===== src/hdl/axi_rd_pkg.sv =====
package axi_rd_pkg;

  localparam int addr_w     = 16;
  localparam int id_w       = 4;
  localparam int data_w     = 32;
  localparam int len_w      = 8;
  localparam int size_w     = 3;
  localparam int word_shift = 2; // byte address to word index

  // AXI burst encodings
  typedef enum logic [1:0] {
    burst_fixed = 2'd0,
    burst_incr  = 2'd1,
    burst_wrap  = 2'd2
  } burst_e;

  typedef enum logic {
    st_idle = 1'b0,
    st_busy = 1'b1
  } iter_state_e;

  // request on AR and on the internal beat channel
  typedef struct packed {
    logic [id_w-1:0]   id;
    logic [addr_w-1:0] addr;
    logic [len_w-1:0]  len;  // beats minus one
    logic [size_w-1:0] size; // log2 of bytes per beat
    burst_e            burst;
  } ax_req_t;

  typedef struct packed {
    logic [id_w-1:0]   id;
    logic [data_w-1:0] data;
    logic              last;
  } r_beat_t;

endpackage

===== src/hdl/axi_burst_iter_ax.sv =====
module axi_burst_iter_ax (
  input  logic                clk,
  input  logic                rst_n,

  input  logic                ar_valid,
  input  axi_rd_pkg::ax_req_t ar,
  output logic                ar_ready,

  output logic                beat_valid,
  output axi_rd_pkg::ax_req_t beat,
  output logic                beat_last,
  input  logic                beat_ready
);

  axi_rd_pkg::iter_state_e       state_q;
  axi_rd_pkg::ax_req_t           req_q;     // accepted burst, addr keeps the start address
  logic [axi_rd_pkg::addr_w-1:0] addr_q;    // address of the beat on offer
  logic [axi_rd_pkg::len_w-1:0]  cnt_q;     // beats already sent
  logic [axi_rd_pkg::addr_w-1:0] step;
  logic [axi_rd_pkg::addr_w-1:0] wrap_mask;
  logic [axi_rd_pkg::addr_w-1:0] addr_inc;
  logic [axi_rd_pkg::addr_w-1:0] addr_next;
  logic                          ar_fire;
  logic                          beat_fire;

  assign ar_ready   = (state_q == axi_rd_pkg::st_idle);
  assign ar_fire    = ar_valid && ar_ready;
  assign beat_valid = (state_q == axi_rd_pkg::st_busy);
  assign beat_fire  = beat_valid && beat_ready;
  assign beat_last  = (cnt_q == req_q.len);

  // bytes per beat
  assign step = axi_rd_pkg::addr_w'(1) << req_q.size;

  // the wrap window is (len+1) beats wide and aligned to its own size
  assign wrap_mask = ((axi_rd_pkg::addr_w'(req_q.len) + axi_rd_pkg::addr_w'(1))
                      << req_q.size) - axi_rd_pkg::addr_w'(1);

  assign addr_inc = addr_q + step;

  always_comb begin
    case (req_q.burst)
      axi_rd_pkg::burst_fixed: begin
        addr_next = req_q.addr;
      end
      axi_rd_pkg::burst_wrap: begin
        addr_next = (addr_q & ~wrap_mask) | (addr_inc & wrap_mask); // low bits roll over
      end
      default: begin
        addr_next = addr_inc; // reserved encoding behaves as incr
      end
    endcase
  end

  // every beat is a single transfer at its own address
  always_comb begin
    beat.id    = req_q.id;
    beat.addr  = addr_q;
    beat.len   = '0;
    beat.size  = req_q.size;
    beat.burst = axi_rd_pkg::burst_fixed;
  end

  always_ff @(posedge clk) begin
    if (!rst_n) begin
      state_q <= axi_rd_pkg::st_idle;
      cnt_q   <= '0;
    end else begin
      case (state_q)
        axi_rd_pkg::st_idle: begin
          if (ar_fire) begin
            state_q <= axi_rd_pkg::st_busy;
            cnt_q   <= '0;
          end
        end
        axi_rd_pkg::st_busy: begin
          if (beat_fire) begin
            cnt_q <= cnt_q + 1'b1;
            if (beat_last) begin
              state_q <= axi_rd_pkg::st_idle; // ar_ready follows one cycle later
            end
          end
        end
        default: begin
          state_q <= axi_rd_pkg::st_idle;
        end
      endcase
    end
  end

  always_ff @(posedge clk) begin
    if (ar_fire) begin
      req_q  <= ar;
      addr_q <= ar.addr;
    end else if (beat_fire) begin
      addr_q <= addr_next;
    end
  end

endmodule


===== config.mk =====
export PLATFORM = sky130hd
export DESIGN_NAME = axi_burst_iter_ax
export DESIGN_NICKNAME = d
export VERILOG_FILES = /design/src/hdl/axi_rd_pkg.sv /design/src/hdl/axi_burst_iter_ax.sv
export SDC_FILE = /design/constraint.sdc
export NUM_CORES = 1
export LEC_CHECK = 0
export BUFFER_PORTS_ARGS = -buffer_cell sky130_fd_sc_hd__buf_4
export CAP_MARGIN = 20
export CORE_UTILIZATION = 62
export CTS_CLUSTER_DIAMETER = 100
export DETAILED_ROUTE_END_ITERATION = 10
export HOLD_SLACK_MARGIN = 0.05
export PLACE_DENSITY = 0.93
export SLEW_MARGIN = 20
export SYNTH_ARGS = -nofsm -noshare
export SYNTH_HDL_FRONTEND = slang
export SYNTH_SLANG_ARGS = --single-unit

===== constraint.sdc =====
create_clock -name clk -period 6.3 [get_ports clk]
set_input_delay 1.26 -clock clk [delete_from_list [all_inputs] [get_ports clk]]
set_output_delay 1.26 -clock clk [all_outputs]
set_load 0.05 [all_outputs]

==> metrics <==
Final Hold Viols 0; max cap viols 0; layout net count 567; total track usage 30.35%; TritonCTS buffer count 9; CP Launch Point beat[2]; Area Overhead vs Synth 12.86%; Final ANT Viol Nets 0; Sinks on Clock Net 58; Clock Tree Root clkbuf_8; first-pass GRT wire length 17660 microns; largest net degree at the start of global routing 53; R2R Setup Slk 1.80 ns; post-synthesis mux area share 3.072%; diodes inserted 0; most used cell, CP a21o_1; status complete, no violations; worst hold path type reg2reg; delay of the slowest critical-path stage 0.85 ns; Synth Area in Simple Gates 20.28%; synth unique cells 81; vias in the first global route 3650; setup ws final 1.800 ns; Max Buffers Root-to-Sink 2; Synth Area in Compound Gates 20.51%; minimum clock period 4.500 ns; Rows 30; ys async rst share 0%; kind of critical path reg2reg; Initial DRC Count 484; # DRC 0; Gate Count Post-Synth 479; IO buf count 62; post-CTS sizing 0; Die X 86.24 microns; final std cells w/o fill 619; initial antenna violation count 0; setup_tns 0 ns; Clock transition at path regs 0.07 ns; layout cells sized above 1 19.31%; setup skew after layout 0.01320 ns; Fmax 0.2222 GHz; # IOs 73; crit path DAT 4.58 ns; Post-synth EDFFs 49; worst slew pin tran 1.007 ns; FF/Latch Area 0.001652 sq mm; placed cell count 603; largest family of logic cells by synthesized area compound AO/OA/AOI/OAI gates; postcts setup bufs 0; Slew Viols, Final 0; Routability Congestion 0.9371; critical path's slowest cell edfxtp_1; Startpoint Class register; first-pass iteration count of the detailed router 7; Hold Path Sink cnt_q[1]; Adder-Cell Fraction of Synth Area 3.584%; CTS H-Tree Depth 3; final period utilization 71.43%; xor/xnor share of the synthesized area 7.565%; Leakage 1.913 nW; relative slew slack 32.74%; worst slack, placed 1.938 ns; remaining global-route overflow 0; RSZ-0062 raised after global routing no; mapped cell area 0.004399 sq mm; Die Ht 86.24 microns; Worst Setup End Kind register; cell depth of the worst hold path 2; Avg WL per Cell 17.71 microns; final setup fails 0; Post-DP HPWL 7631 microns; CP top delay family compound AO/OA/AOI/OAI gates; Peak VDD IR 208.8 uV; synth warn 0; Most used DFF post-synth edfxtp_1; CP Max Fanout 24; PwrDens 242.9 mW/mm^2; FF-to-FF path depth 13; Placeable Area 0.006832 sq mm; die area 0.007436 sq mm; Fillers 510; Worst Path Buf+Inv 1; Post-CTS Hold Buffers 0; Via density 6.365; routed vias 3940; Crit path required time 6.38 ns; area of the multi-input gates 0.002457 sq mm; #FFs+latches synth 58; CTS tree yes; CP cell instances inv_1 -> nor3_1 -> ha_1 -> a21o_1 -> a21o_1 -> a21oi_1 -> o21ai_0 -> a41oi_1 -> nor2_1 -> and3_1 -> xor2_1 -> a221oi_1 -> o22ai_1; syn_area_per_cell 9.184 sq um; Critical R2R Capture addr_q[15]; FF-to-FF Start beat[2]; sequential-to-total area share from yosys stat 37.54%; Clk Latency, worst-skew pair 0.35 ns; final WL 10970 microns; starting density of the core 64.40%; worst hold start cnt_q[1]
power by group:
group          total (mW)  switching, mW  internal [mW]
clock network       0.377          0.155          0.222
registers           0.491         0.0390          0.452
logic               0.338          0.214          0.124
worst max path at each step:
stage,end,slack (ns),cells past startpoint
after global routing,addr_q[15],1.49,13
after CTS,addr_q[15],1.90,13
final,addr_q[15],1.80,13
after global placement,addr_q[15],2.17,13
after floorplan,addr_q[15],2.72,15
after detailed placement,addr_q[15],1.94,13
state kept, by name, indices dropped and copies added, names as in the netlist:
| name | count |
|---|---|
| req_q | 26 |
| addr_q | 16 |
| cnt_q | 8 |
| beat | 7 |
| beat_valid | 1 |
layout make-up:
| type | count | share of cell area [%] |
|---|---|---|
| inverter | 12 | 0.9073 |
| timing repair buffer | 64 | 9.677 |
| multi-input combinational | 373 | 49.50 |
| sequential | 58 | 33.27 |
| tap | 96 | 2.419 |
| clock inverter | 5 | 1.588 |
| clock buffer | 11 | 2.646 |
per-stage QoR:
step | total power [mW] | hold slack [ns] | cell area (sq um) | utilization, %
after floorplan | 0.7449 | 0.4960 | 4433 | -
after global placement | 0.8149 | 0.5292 | 4755 | 69.60
after detailed placement | 0.8261 | 0.5434 | 4755 | 69.60
after CTS | 1.201 | 0.5518 | 4965 | 72.67
after global routing | 1.251 | 0.5933 | 4965 | 72.67
final | 1.206 | 0.5568 | 4965 | 72.67
per-layer routing:
metal / track usage, % / vias to the layer above / wire [microns]
met5: 0 / - / 0
met4: 9.091 / 0 / 221
met3: 5.714 / 31 / 844
met2: 48.99 / 222 / 5249
met1: 41.78 / 1850 / 4649
li1: - / 1837 / -
layout by cell type (no fill, tap or decap), types with 4 or more instances in the layout:
| master | netlist | final |
|---|---|---|
| buf_4 | 20 | 64 |
| nand2_1 | 53 | 53 |
| edfxtp_1 | 49 | 49 |
| nor2_1 | 37 | 37 |
| xnor2_1 | 27 | 27 |
| a21oi_1 | 24 | 24 |
| o21ai_0 | 20 | 20 |
| nand3_1 | 16 | 16 |
| nor3_1 | 13 | 13 |
| inv_1 | 12 | 11 |
| xor2_1 | 11 | 11 |
| ha_1 | 11 | 11 |
| conb_1 | 1 | 10 |
| mux2i_1 | 9 | 9 |
| dfxtp_1 | 9 | 9 |
| clkbuf_8 | 0 | 9 |
| and2_1 | 8 | 8 |
| nand4_1 | 8 | 8 |
| nor2b_1 | 7 | 7 |
| o22ai_1 | 6 | 6 |
| a221oi_1 | 6 | 6 |
| o211ai_1 | 5 | 5 |
| or3_1 | 5 | 5 |
| o21a_1 | 4 | 4 |
| a211oi_1 | 4 | 4 |
| a211o_1 | 4 | 4 |
| o2111ai_1 | 4 | 4 |
logic make-up after synthesis:
logic type      after synthesis
simple gates                174
compound gates              126
flops                        58
buf+inv                      57
xor+xnor                     38
mux                          13
fa+ha+maj                    12
other cells                   1
synth_stat cells (all sizes together), types with 6 or more instances:
cell | count | area [sq um]
nand2 | 54 | 205.2
edfxtp | 49 | 1471
nor2 | 37 | 138.9
buf | 34 | 237.7
xnor2 | 27 | 236.5
a21oi | 25 | 128.9
o21ai | 22 | 110.1
nand3 | 19 | 110.1
nor3 | 16 | 101.4
inv | 12 | 45.04
clkbuf | 11 | 41.29
ha | 11 | 137.6
xor2 | 11 | 96.34
dfxtp | 9 | 180.2
mux2i | 9 | 90.09
nand4 | 9 | 62.56
and2 | 8 | 50.05
nor2b | 7 | 43.79
o22ai | 7 | 50.05
a221oi | 6 | 52.55
o211ai | 6 | 50.05
or3 | 6 | 42.54
worst min-delay path: stages (launching register included):
cell	delay (ns)
dfxtp_1	0.36
nand3_1	0.08
a21boi_0	0.07
Power figures use the tool's default switching activity.
